File: config.mk
export PLATFORM = sky130hd
export DESIGN_NAME = phase_sched
export DESIGN_NICKNAME = d
export VERILOG_FILES = /design/src/common/cpu_pkg.sv /design/src/cpu/phase_sched.sv
export SDC_FILE = /design/constraint.sdc
export NUM_CORES = 1
export LEC_CHECK = 0
export ABC_AREA = 1
export BUFFER_PORTS_ARGS = -buffer_cell sky130_fd_sc_hd__buf_2
export CAP_MARGIN = 20
export CORE_AREA = 3 3 40 42
export CTS_CLUSTER_SIZE = 16
export DETAILED_ROUTE_END_ITERATION = 6
export DIE_AREA = 0 0 43 45
export PLACE_DENSITY = 0.39
export SYNTH_ARGS = -nofsm -noshare
export SYNTH_HDL_FRONTEND = slang
export SYNTH_SLANG_ARGS = --single-unit
File: constraint.sdc
create_clock -name clk -period 1 [get_ports clk]
set_input_delay 0.1 -clock clk [delete_from_list [all_inputs] [get_ports clk]]
set_output_delay 0.1 -clock clk [all_outputs]
set_load 0.05 [all_outputs]
File: src/common/cpu_pkg.sv
package cpu_pkg;

   localparam int WORD_W    = 32;
   localparam int REG_N     = 16;
   localparam int MEM_DEPTH = 1024;               // words, bus addresses wrap
   localparam int MEM_AW    = $clog2(MEM_DEPTH);

   typedef logic [WORD_W-1:0] word_t;
   typedef logic [3:0]        reg_idx_t;
   typedef logic [MEM_AW-1:0] mem_addr_t;

   localparam reg_idx_t LINK_IDX = 4'd14;         // return address of CALL
   localparam reg_idx_t PC_IDX   = 4'd15;

   // instruction field positions
   localparam int COND_MSB = 31;
   localparam int COND_LSB = 28;
   localparam int OP_MSB   = 27;
   localparam int OP_LSB   = 25;
   localparam int RD_MSB   = 23;
   localparam int RD_LSB   = 20;
   localparam int RA_MSB   = 19;
   localparam int RA_LSB   = 16;
   localparam int RB_MSB   = 11;
   localparam int RB_LSB   = 8;
   localparam int FNR_MSB  = 3;                   // fn of ALU_R
   localparam int FNR_LSB  = 0;
   localparam int FNI_MSB  = 15;                  // fn of ALU_I
   localparam int FNI_LSB  = 12;
   localparam int IMM_MSB  = 11;                  // signed, lsb at 0
   localparam int OFF_MSB  = 15;                  // ld/st offset, signed
   localparam int TGT_MSB  = 23;                  // call target, unsigned

   // codes 3, 6 and 7 are executed as no-operations
   typedef enum logic [2:0] {
      OP_ALU_R = 3'd0,
      OP_ALU_I = 3'd1,
      OP_CALL  = 3'd2,
      OP_ST    = 3'd4,
      OP_LD    = 3'd5
   } opcode_e;

   typedef enum logic [3:0] {
      FN_MOV = 4'd0,
      FN_ADD = 4'd1,
      FN_SUB = 4'd2,
      FN_AND = 4'd3,
      FN_OR  = 4'd4,
      FN_XOR = 4'd5,
      FN_SHL = 4'd6,
      FN_SHR = 4'd7,
      FN_CMP = 4'd8                               // sub without writeback
   } alu_fn_e;

   typedef enum logic [3:0] {
      COND_AL, COND_EQ, COND_NE, COND_CS,
      COND_CC, COND_MI, COND_PL, COND_VS,
      COND_VC, COND_HI, COND_LS, COND_GE,
      COND_LT, COND_GT, COND_LE, COND_UNC
   } cond_e;

   typedef struct packed {
      logic c;
      logic z;
      logic s;
      logic v;
   } flags_t;

   // one-hot instruction phases
   typedef struct packed {
      logic f;
      logic e;
      logic m;
      logic w;
   } phase_t;

   typedef struct packed {
      word_t addr;                                // word address
      word_t wdata;
      logic  wen;
   } mem_bus_t;

endpackage

File: src/cpu/phase_sched.sv
`timescale 1ns/1ps

module phase_sched import cpu_pkg::*;
(
   input  logic   clk,
   input  logic   rst_n_i,
   input  logic   run_i,
   output phase_t phase_o
);

   phase_t ring_q;

   // ring counter f -> e -> m -> w -> f
   always_ff @(posedge clk)
   begin
      if (!rst_n_i)
      begin
         ring_q <= '{f: 1'b1, e: 1'b0, m: 1'b0, w: 1'b0};
      end
      else if (run_i)
      begin
         ring_q.f <= ring_q.w;
         ring_q.e <= ring_q.f;
         ring_q.m <= ring_q.e;
         ring_q.w <= ring_q.m;
      end
   end

   // strobes only act while running
   always_comb
   begin
      if (run_i)
      begin
         phase_o = ring_q;
      end
      else
      begin
         phase_o = '0;
      end
   end

endmodule

==> results.cfg <==
[outcome]
status = complete, no violations

[synth]
ys_seq_area_frac = 0.525
synth_area_leader_cell = dfxtp_1
yosys-top-cells-area = dfxtp_1, nand2_1, inv_1, a21oi_1, nand3_1
syn_avg_cell_area_um2 = 6.94
async_reset_ff_frac = 0
ys.flop_type = dfxtp_1
synth-edff-count = 0
yosysUniqueCellTypes = 5
syn_nets = 25
ys.warnings.count = 0
synth_top_area_frac = 0.525
synth_common_cells = nand2_1, inv_1, dfxtp_1, a21oi_1, nand3_1
syn_inst = 22
syn_area_um2 = 153
synth_most_common_cell = nand2_1
ys_seq_elements = 4

[timing]
min_period_over_period = 0.949
rsz0062_at_grt = false
max_freq_mhz = 1050
hold_violations = 0
slew_viol_final = 0
setup_tns_ns = 0
period_needed_ns = 0.949
worst-slew-pin-transition_ns = 0.145
skew_ns = 0.00327
relSlewSlack = 0.904
finalSetupViolations = 0
whs_ns = 0.0650

[drt]
wire_per_inst_um = 6.96
avgViaCountPerCell = 3.37
first_iter_violations = 1
vias = 155
antenna_left = 0
drc = 0
finalWirelength_um = 320
drt_pre_antenna_iters = 2

[finish]
fin_nets = 36
n_antenna_cell = 0
largestRegisters = ring_q (4)
drive_gt1_frac = 0.355
regMostFlops = ring_q
largest_reg_flops = 4
area_delta_synth_final_pct = 61.5
postLayoutCellArea_um2 = 246

[grt]
grt_pass1_wl_um = 565
grt_max_degree = 6
grt_pass1_vias = 142
grt_remaining_overflow = 0
antenna_found_initial = 0
grt_usage = 0.0417

[placed_design]
gp_congestion = 0.633
io_buffers = 6
postPlaceCellArea_um2 = 201
dp_hpwl_um = 260

[clocking]
cts_max_level = 1
clockBufferDepth = 2
clock-sinks = 4
postCtsHoldBufs = 0
postCtsSetupBuffers = 0
path_clk_slew_ns = 0.04
numCtsBuffers = 3
clock_latency_ns = 0.23
clockRootBuffer = clkbuf_4
cts_tree = yes

[die]
initial_core_util = 0.119
chipHeight_um = 45
rows = 13
design.die.area_um2 = 1940
die_x_um = 43
io-pin-count = 7
core_area_um2 = 1280

[run]
maxCapViolCount = 0

[setup_path]
crit_path_start_kind = flop
required_ns = 0.90
path_max_fanout = 2
cpMaxStageDelayCell = dfxtp_1
worst_path_largest_cell_delay_ns = 0.32
critPathKind = flop to output port
crit_chain = nand2_1 > inv_1 > buf_4
cp-end-kind = output port
cp.arrival_ns = 0.85
r2r_cells = 2

[worst_hold_path]
hold_path.class = input pin to flop
hold_depth = 2

[power_and_ir_drop]
p_leak_nw = 0.139
p_per_area_nw_per_um2 = 1740
ir_worst_vdd_v = 0.000916
[critical path, delay by kind of cell (launching register included)]
kind | cells | cell delay (ns)
buf+inv | 2 | 0.23
simple gates | 1 | 0.07
flops | 1 | 0.32
[power by group]
part / switching (mW) / internal (mW)
clock: 0.0647 / 0.134
sequential: 0.00333 / 0.169
combinational: 0.0385 / 0.0199
total: 0.107 / 0.323
[placed cells by master (no fill, tap or decap)]
| cell | count |
|---|---|
| dfxtp_2 | 1 |
| buf_6 | 3 |
| nand2_1 | 8 |
| inv_1 | 5 |
| nand3_1 | 1 |
| clkbuf_4 | 3 |
| inv_2 | 1 |
| buf_4 | 1 |
| buf_2 | 2 |
| a21oi_1 | 3 |
| dfxtp_1 | 3 |
[per-stage QoR]
step                      setup WS, ns  instances  power, mW   util
after floorplan                  0.227         22      0.210      -
after global placement           0.223         43      0.226  0.157
after detailed placement         0.218         43      0.226  0.157
after CTS                       0.0266         46      0.433  0.182
after global routing           0.00472         46      0.457  0.192
final                           0.0507         46      0.430  0.192
[cell type report]
type | count | area, um2
Fill cell | 147 | 1040
Sequential cell | 4 | 81.3
Timing Repair Buffer | 6 | 51.3
Multi-Input combinational cell | 12 | 50.0
Clock buffer | 3 | 22.5
Inverter | 6 | 22.5
Tap cell | 15 | 18.8
[final timing paths]
path,start,endpoint,slack [ns]
min,rst_n_i,ring_q[3],0.07
min reg2reg,ring_q[3],ring_q[3],0.44
max,ring_q[0],phase_o[0],0.05
max reg2reg,ring_q[1],ring_q[0],0.40
[cells by family (layout without fill, tap and decap cells)]
kind of cell / Yosys count / count (layout) / share of synthesized area
flip-flops: 4 / 4 / 0.525
AO/OA/AOI/OAI: 3 / 3 / 0.0983
AND/OR/NAND/NOR: 9 / 9 / 0.229
buffers and inverters: 6 / 15 / 0.148
[timing repair]
item,4_1_cts,5_1_grt
endpoints found under the hold margin,0,0
endpoints found under the setup margin,4,3
resized for setup,4,5
[per-layer routing]
| layer | part of all wire | global-route usage | vias to the layer above |
|---|---|---|---|
| li1 | - | - | 83 |
| met1 | 0.42 | 0.0459 | 65 |
| met2 | 0.42 | 0.0539 | 7 |
| met3 | 0.16 | 0.0518 | 0 |
| met4 | 0 | 0 | 0 |
| met5 | 0 | 0 | - |
Power figures use the tool's default switching activity.
