==> src/common/cpu_pkg.sv <==
package cpu_pkg;

   localparam int WORD_W    = 32;
   localparam int REG_N     = 16;
   localparam int MEM_DEPTH = 1024;               // words, bus addresses wrap
   localparam int MEM_AW    = $clog2(MEM_DEPTH);

   typedef logic [WORD_W-1:0] word_t;
   typedef logic [3:0]        reg_idx_t;
   typedef logic [MEM_AW-1:0] mem_addr_t;

   localparam reg_idx_t LINK_IDX = 4'd14;         // return address of CALL
   localparam reg_idx_t PC_IDX   = 4'd15;

   // instruction field positions
   localparam int COND_MSB = 31;
   localparam int COND_LSB = 28;
   localparam int OP_MSB   = 27;
   localparam int OP_LSB   = 25;
   localparam int RD_MSB   = 23;
   localparam int RD_LSB   = 20;
   localparam int RA_MSB   = 19;
   localparam int RA_LSB   = 16;
   localparam int RB_MSB   = 11;
   localparam int RB_LSB   = 8;
   localparam int FNR_MSB  = 3;                   // fn of ALU_R
   localparam int FNR_LSB  = 0;
   localparam int FNI_MSB  = 15;                  // fn of ALU_I
   localparam int FNI_LSB  = 12;
   localparam int IMM_MSB  = 11;                  // signed, lsb at 0
   localparam int OFF_MSB  = 15;                  // ld/st offset, signed
   localparam int TGT_MSB  = 23;                  // call target, unsigned

   // codes 3, 6 and 7 are executed as no-operations
   typedef enum logic [2:0] {
      OP_ALU_R = 3'd0,
      OP_ALU_I = 3'd1,
      OP_CALL  = 3'd2,
      OP_ST    = 3'd4,
      OP_LD    = 3'd5
   } opcode_e;

   typedef enum logic [3:0] {
      FN_MOV = 4'd0,
      FN_ADD = 4'd1,
      FN_SUB = 4'd2,
      FN_AND = 4'd3,
      FN_OR  = 4'd4,
      FN_XOR = 4'd5,
      FN_SHL = 4'd6,
      FN_SHR = 4'd7,
      FN_CMP = 4'd8                               // sub without writeback
   } alu_fn_e;

   typedef enum logic [3:0] {
      COND_AL, COND_EQ, COND_NE, COND_CS,
      COND_CC, COND_MI, COND_PL, COND_VS,
      COND_VC, COND_HI, COND_LS, COND_GE,
      COND_LT, COND_GT, COND_LE, COND_UNC
   } cond_e;

   typedef struct packed {
      logic c;
      logic z;
      logic s;
      logic v;
   } flags_t;

   // one-hot instruction phases
   typedef struct packed {
      logic f;
      logic e;
      logic m;
      logic w;
   } phase_t;

   typedef struct packed {
      word_t addr;                                // word address
      word_t wdata;
      logic  wen;
   } mem_bus_t;

endpackage

==> src/cpu/reg_file.sv <==
`timescale 1ns/1ps

module reg_file import cpu_pkg::*;
(
   input  logic     clk,
   input  logic     rst_n_i,
   input  reg_idx_t ra_i,
   input  reg_idx_t rb_i,
   input  reg_idx_t rd_i,
   input  reg_idx_t dbg_sel_i,
   input  logic     inc_pc_i,
   input  logic     link_i,
   input  logic     wb_en_i,
   input  reg_idx_t wb_idx_i,
   input  word_t    wb_data_i,
   output word_t    da_o,
   output word_t    db_o,
   output word_t    dd_o,
   output word_t    dbg_o,
   output word_t    pc_o
);

   word_t regs [REG_N];

   // later assignments win, so writeback beats the pc increment
   always_ff @(posedge clk)
   begin
      if (!rst_n_i)
      begin
         for (int i = 0; i < REG_N; i++)
         begin
            regs[i] <= '0;
         end
      end
      else
      begin
         if (inc_pc_i)
         begin
            regs[PC_IDX] <= regs[PC_IDX] + word_t'(1);
         end
         if (link_i)
         begin
            regs[LINK_IDX] <= regs[PC_IDX];   // pc already points past the call
         end
         if (wb_en_i)
         begin
            regs[wb_idx_i] <= wb_data_i;
         end
      end
   end

   assign da_o  = regs[ra_i];
   assign db_o  = regs[rb_i];
   assign dd_o  = regs[rd_i];      // store data
   assign dbg_o = regs[dbg_sel_i];
   assign pc_o  = regs[PC_IDX];

endmodule

==> src/cpu/alu.sv <==
`timescale 1ns/1ps

module alu import cpu_pkg::*;
(
   input  alu_fn_e fn_i,
   input  word_t   a_i,
   input  word_t   b_i,
   input  flags_t  flags_i,
   output word_t   res_o,
   output flags_t  flags_o,
   output logic    wb_en_o
);

   logic [WORD_W:0] sum;            // carry in the top bit
   logic [WORD_W:0] diff;           // not-borrow in the top bit
   logic            add_ovf;
   logic            sub_ovf;

   assign sum  = {1'b0, a_i} + {1'b0, b_i};
   assign diff = {1'b0, a_i} + {1'b0, ~b_i} + 33'd1;

   // signed overflow, operand signs vs result sign
   assign add_ovf = (a_i[WORD_W-1] == b_i[WORD_W-1]) &&
                    (sum[WORD_W-1] != a_i[WORD_W-1]);
   assign sub_ovf = (a_i[WORD_W-1] != b_i[WORD_W-1]) &&
                    (diff[WORD_W-1] != a_i[WORD_W-1]);

   always_comb
   begin
      flags_o = flags_i;             // c and v kept unless arithmetic
      case (fn_i)
         FN_ADD:
         begin
            res_o     = sum[WORD_W-1:0];
            flags_o.c = sum[WORD_W];
            flags_o.v = add_ovf;
         end
         FN_SUB, FN_CMP:
         begin
            res_o     = diff[WORD_W-1:0];
            flags_o.c = diff[WORD_W];
            flags_o.v = sub_ovf;
         end
         FN_AND:  res_o = a_i & b_i;
         FN_OR:   res_o = a_i | b_i;
         FN_XOR:  res_o = a_i ^ b_i;
         FN_SHL:  res_o = a_i << b_i[4:0];
         FN_SHR:  res_o = a_i >> b_i[4:0];   // logical
         default: res_o = b_i;               // mov and unused codes
      endcase
      flags_o.z = (res_o == '0);
      flags_o.s = res_o[WORD_W-1];
   end

   assign wb_en_o = (fn_i != FN_CMP);

endmodule

==> src/cpu/cpu_core.sv <==
`timescale 1ns/1ps

module cpu_core import cpu_pkg::*;
(
   input  logic     clk,
   input  logic     rst_n_i,
   input  phase_t   phase_i,
   input  word_t    rdata_i,
   input  reg_idx_t dbg_sel_i,
   output mem_bus_t bus_o,
   output word_t    dbg_o
);

   word_t    ir;                     // instruction register
   word_t    ld_data;                // load latch
   flags_t   flags_q;
   logic     exec_q;                 // condition result of current instr
   cond_e    cond;
   opcode_e  op;
   alu_fn_e  fn;
   reg_idx_t rd;
   reg_idx_t ra;
   reg_idx_t rb;
   logic     is_alu;
   logic     is_call;
   logic     is_ld;
   logic     is_st;
   word_t    da;
   word_t    db;
   word_t    dd;
   word_t    pc;
   word_t    imm;
   word_t    offset;
   word_t    target;
   word_t    alu_b;
   word_t    alu_res;
   flags_t   alu_flags;
   logic     alu_wb_en;
   word_t    ls_addr;
   logic     wb_en;
   reg_idx_t wb_idx;
   word_t    wb_data;

   function automatic logic cond_pass(input cond_e cc, input flags_t f);
      case (cc)
         COND_EQ: return f.z;
         COND_NE: return !f.z;
         COND_CS: return f.c;
         COND_CC: return !f.c;
         COND_MI: return f.s;
         COND_PL: return !f.s;
         COND_VS: return f.v;
         COND_VC: return !f.v;
         COND_HI: return f.c && !f.z;          // unsigned greater
         COND_LS: return !f.c || f.z;
         COND_GE: return f.s == f.v;
         COND_LT: return f.s != f.v;
         COND_GT: return !f.z && (f.s == f.v);
         COND_LE: return f.z || (f.s != f.v);
         default: return 1'b1;                 // always and uncond
      endcase
   endfunction

   // decode
   assign cond    = cond_e'(ir[COND_MSB:COND_LSB]);
   assign op      = opcode_e'(ir[OP_MSB:OP_LSB]);
   assign rd      = ir[RD_MSB:RD_LSB];
   assign ra      = ir[RA_MSB:RA_LSB];
   assign rb      = ir[RB_MSB:RB_LSB];
   assign is_alu  = (op == OP_ALU_R) || (op == OP_ALU_I);
   assign is_call = (op == OP_CALL);
   assign is_ld   = (op == OP_LD);
   assign is_st   = (op == OP_ST);
   assign fn      = (op == OP_ALU_I) ? alu_fn_e'(ir[FNI_MSB:FNI_LSB])
                                     : alu_fn_e'(ir[FNR_MSB:FNR_LSB]);

   assign imm     = {{(WORD_W-IMM_MSB-1){ir[IMM_MSB]}}, ir[IMM_MSB:0]};
   assign offset  = {{(WORD_W-OFF_MSB-1){ir[OFF_MSB]}}, ir[OFF_MSB:0]};
   assign target  = {{(WORD_W-TGT_MSB-1){1'b0}}, ir[TGT_MSB:0]};
   assign alu_b   = (op == OP_ALU_I) ? imm : db;
   assign ls_addr = da + offset;

   always_ff @(posedge clk)
   begin
      if (phase_i.f)
      begin
         ir <= rdata_i;
      end
      if (phase_i.m && exec_q && is_ld)
      begin
         ld_data <= rdata_i;
      end
   end

   always_ff @(posedge clk)
   begin
      if (!rst_n_i)
      begin
         exec_q  <= 1'b0;
         flags_q <= '0;
      end
      else
      begin
         if (phase_i.e)
         begin
            exec_q <= cond_pass(cond, flags_q);
         end
         if (phase_i.w && exec_q && is_alu)
         begin
            flags_q <= alu_flags;
         end
      end
   end

   // writeback select, call target goes to the pc
   assign wb_en   = phase_i.w && exec_q && ((is_alu && alu_wb_en) || is_ld || is_call);
   assign wb_idx  = is_call ? PC_IDX : rd;
   assign wb_data = is_call ? target : (is_ld ? ld_data : alu_res);

   reg_file u_reg_file (
      .clk       (clk),
      .rst_n_i   (rst_n_i),
      .ra_i      (ra),
      .rb_i      (rb),
      .rd_i      (rd),
      .dbg_sel_i (dbg_sel_i),
      .inc_pc_i  (phase_i.e),
      .link_i    (phase_i.m && exec_q && is_call),
      .wb_en_i   (wb_en),
      .wb_idx_i  (wb_idx),
      .wb_data_i (wb_data),
      .da_o      (da),
      .db_o      (db),
      .dd_o      (dd),
      .dbg_o     (dbg_o),
      .pc_o      (pc)
   );

   alu u_alu (
      .fn_i    (fn),
      .a_i     (da),
      .b_i     (alu_b),
      .flags_i (flags_q),
      .res_o   (alu_res),
      .flags_o (alu_flags),
      .wb_en_o (alu_wb_en)
   );

   // bus shows the pc except in the memory phase of an executed ld/st
   assign bus_o.addr  = (phase_i.m && exec_q && (is_ld || is_st)) ? ls_addr : pc;
   assign bus_o.wdata = dd;
   assign bus_o.wen   = phase_i.m && exec_q && is_st;

endmodule

==> config.mk <==
export PLATFORM = sky130hd
export DESIGN_NAME = cpu_core
export DESIGN_NICKNAME = d
export VERILOG_FILES = /design/src/common/cpu_pkg.sv /design/src/cpu/reg_file.sv /design/src/cpu/alu.sv /design/src/cpu/cpu_core.sv
export SDC_FILE = /design/constraint.sdc
export NUM_CORES = 2
export LEC_CHECK = 0
export BUFFER_PORTS_ARGS = -buffer_cell sky130_fd_sc_hd__buf_2
export CORE_ASPECT_RATIO = 2
export CORE_UTILIZATION = 40
export DETAILED_ROUTE_END_ITERATION = 10
export PLACE_DENSITY_LB_ADDON = 0.12
export SETUP_SLACK_MARGIN = 0.3
export SYNTH_ARGS = -nofsm -noshare
export SYNTH_HDL_FRONTEND = slang
export SYNTH_SLANG_ARGS = --single-unit
==> constraint.sdc <==
create_clock -name clk -period 7.8 [get_ports clk]
set_input_delay 0 -clock clk [delete_from_list [all_inputs] [get_ports clk]]
set_output_delay 0 -clock clk [all_outputs]
set_load 0.01 [all_outputs]
==> impl_metrics.yaml <==
clock_network:
  cts.sinks: 592
  htreeDepth: 2
  cts_tree: "built"
  clkLatencyLatePin_ns: 0.71
  root_buffer: "clkbuf_16"
  cts_buffers: 58
  clock_path_buffers: 3
  clkTransAtPathRegs_ns: 0.07
timing:
  fin_setup_tns_ns: 0
  hold_viol: 0
  maxClockFrequency_mhz: 133
  rsz0062_at_grt: "true"
  setup_viol: 0
  clock_skew_ns: 0.0541
  min_period_over_period_pct: 96.5
  slew_headroom_pct: -0.693
  fin_ws_ns: 0.274
  slew_violations: 9
  timing.hold.ws_ns: 0.0511
  min_period_ns: 7.53
  worst_pin_slew_ns: 1.50
global_route:
  antenna_found_initial: 12
  grt.busiest_layer: "met2"
  grt_pass1_wl_um: 335000
  grt_pass1_vias: 41400
  grt_util_met2_pct: 67.2
  track_usage_pct: 39.6
  grt_start_max_net_pins: 86
  overflow: 0
  grt.met1_usage_pct: 42.2
  use_met3_pct: 7.38
route:
  wl_per_cell_um: 42.1
  drt_iter0_drc: 4839
  drcViolationCount: 0
  drt_wl_total_um: 245000
  drtPass1Iterations: 6
  final_antenna_net_count: 0
  vias: 41300
  vias_per_cell: 7.11
worst_setup_path:
  r2r_cells: 20
  critPathMaxFanout: 37
  critPathLaunchType: "flop"
  r2r_slack_ns: 0.27
  r2r_end: "flags_q[2]$_SDFFE_PN0P_"
  crit_required_ns: 8.41
  arrival_ns: 8.14
  end_kind: "flop"
  crit_type: "flop to flop"
die:
  die_x_um: 248
  core-area_sq_mm: 0.120
  rows: 180
  initial_utilization_pct: 40.4
  die_y_um: 495
  ios: 139
  die_area_sq_mm: 0.123
synthesis:
  synth_ff_type: "edfxtp_1"
  yosysSeqAreaShare_pct: 36.2
  syn_area_sq_mm: 0.0486
  yosys.area.top_type: "edfxtp_1"
  synthTopCellsByArea: "edfxtp_1 (36%), mux4_2 (30%), nor2_1 (4.9%)"
  async_reset_ff_share_pct: 0
  synth_edf_count: 575
  syn_area_per_cell_sq_um: 11.8
  synth_cell_type_count: 96
  synthCells: 4134
  synth_top_area_share_pct: 35.5
  yosys_register_bits: 592
  synth_common_cells: "nor2_1 (640), mux4_2 (637), edfxtp_1 (575)"
  ys_warn_count: 0
  yosysMostFrequentCell: "nor2_1"
  syn-num-nets: 4309
worst_hold_path:
  whs_endpoint: "ir[15]$_DFFE_PP_"
  hold_path.startpoint: "rdata_i[15]"
  whs_path_depth: 2
  hp-class: "primary input to flop"
placed_design:
  place.gp.congestion: 1.09
  dp.cells: 5659
  portBuffers: 138
  place_ws_ns: 0.410
  place_hpwl_um: 169000
run_status:
  outcome: "finished, violations left"
  failed_checks: "capacitance limit, slew limit"
finish:
  area_growth_pct: 11.3
  final_cells: 5809
  fillers: 11300
  nets: 4385
  drive_gt1_share_pct: 29.1
power:
  p_leak_nw: 19.7
  peakVddDrop_uv: 179
  power_density_mw_per_mm2: 229
flow_run:
  maxCapViolCount: 1
[stage by stage]
stage | instance area (sq um) | total power (W) | util (%)
floorplan | 48600 | 0.00702 | -
global placement | 51800 | 0.00930 | 43.0
detailed placement | 51800 | 0.00929 | 43.0
CTS | 54000 | 0.0122 | 44.9
global route | 54000 | 0.0127 | 44.9
finish | 54100 | 0.0124 | 44.9
[worst max path at each step]
stage,end,from,cells past startpoint
5_1_grt,flags_q[2]$_SDFFE_PN0P_,flop,21
4_1_cts,flags_q[2]$_SDFFE_PN0P_,flop,21
3_3_place_gp,flags_q[2]$_SDFFE_PN0P_,flop,21
2_1_floorplan,u_reg_file.regs[0][31]$_SDFFCE_PN0P_,flop,24
3_5_place_dp,flags_q[2]$_SDFFE_PN0P_,flop,21
6_report,flags_q[2]$_SDFFE_PN0P_,flop,20
[cell usage in the layout (no fill, tap or decap), drive strengths merged, types with 17 or more instances in the layout]
| cell type | n |
|---|---|
| dfxtp | 17 |
| buf | 376 |
| nor3 | 53 |
| o21ai | 162 |
| and3 | 29 |
| and2 | 20 |
| edfxtp | 575 |
| dlygate4sd3 | 37 |
| a2111oi | 20 |
| nor2b | 24 |
| o31ai | 36 |
| a21o | 37 |
| mux2i | 88 |
| nand2 | 316 |
| a31oi | 25 |
| o22ai | 48 |
| mux2 | 44 |
| o221ai | 28 |
| ha | 131 |
| a21oi | 156 |
| mux4 | 639 |
| o211ai | 40 |
| nand2b | 27 |
| clkbuf | 72 |
| clkinv | 26 |
| a211oi | 39 |
| inv | 109 |
| xor2 | 32 |
| nand3 | 74 |
| nor2 | 641 |
| xnor2 | 47 |
| nand4 | 25 |
| a22oi | 27 |
| o21a | 18 |
[sequential cells by signal, summed over array words and instances (netlist names), named ones only]
register         cells
ld_data             32
flags_q              4
exec_q               1
u_reg_file.regs    512
ir                  31
[report_power, final]
| part | leakage [nW] | switching (W) | internal, W |
|---|---|---|---|
| clock | 0.903 | 0.00137 | 0.00155 |
| combinational | 12.7 | 0.00367 | 0.00197 |
| sequential | 6.07 | 0.000226 | 0.00361 |
| total | 19.7 | 0.00527 | 0.00713 |
[critical path, cell delays in order, from the launching register on]
cell	delay (ns)
dfxtp_4	0.80
buf_4	0.33
mux4_2	0.33
mux4_2	0.56
mux2i_1	0.52
ha_1	0.48
nor4_1	0.49
a211o_1	0.24
a32oi_2	0.19
buf_4	0.31
nor4_1	0.60
buf_4	0.27
o311ai_0	0.20
and4_1	0.31
o31ai_1	0.42
buf_4	0.20
o2111ai_1	0.26
nor4_2	0.49
buf_4	0.23
nand4b_1	0.09
o21ai_1	0.09
[kinds of logic (layout without fill, tap and decap cells)]
group                      Yosys count  in the layout  synth area share, %
buffers and inverters              505            628                 4.27
adders and majority gates          133            133                 3.46
AOI/OAI and AO/OA                  777            777                 10.7
other                                0              5                    0
and+or+nand+nor                   1277           1277                 11.4
DFF                                592            592                 36.2
muxes                              771            771                 32.5
xor gates and xnor gates            79             79                 1.42
[repair_timing]
action / 4_1_cts / 5_1_grt
resized for setup: 0 / 4
setup buffers: 0 / 0
hold buffers: 37 / 0
hold endpoints to repair: 83 / 0
endpoints found under the setup margin: 0 / 81
[area by class of cell]
cell class                 instances  area [sq um]  share of cell area [%]
antenna                            5          12.5                  0.0231
clock buffer                      72          1520                    2.82
clock inverter                    35           337                   0.623
inverter                         108           405                   0.750
multi-input combinational       3037         29100                    53.8
sequential                       592         17600                    32.6
tap                             1547          1940                    3.58
timing repair buffer             413          3100                    5.73
[routing by layer]
metal	wire length, um	vias up
li1	-	16500
met1	79200	21200
met2	120000	2728
met3	19400	916
met4	26300	6
met5	45	-
(Power assumes the default switching activity.)
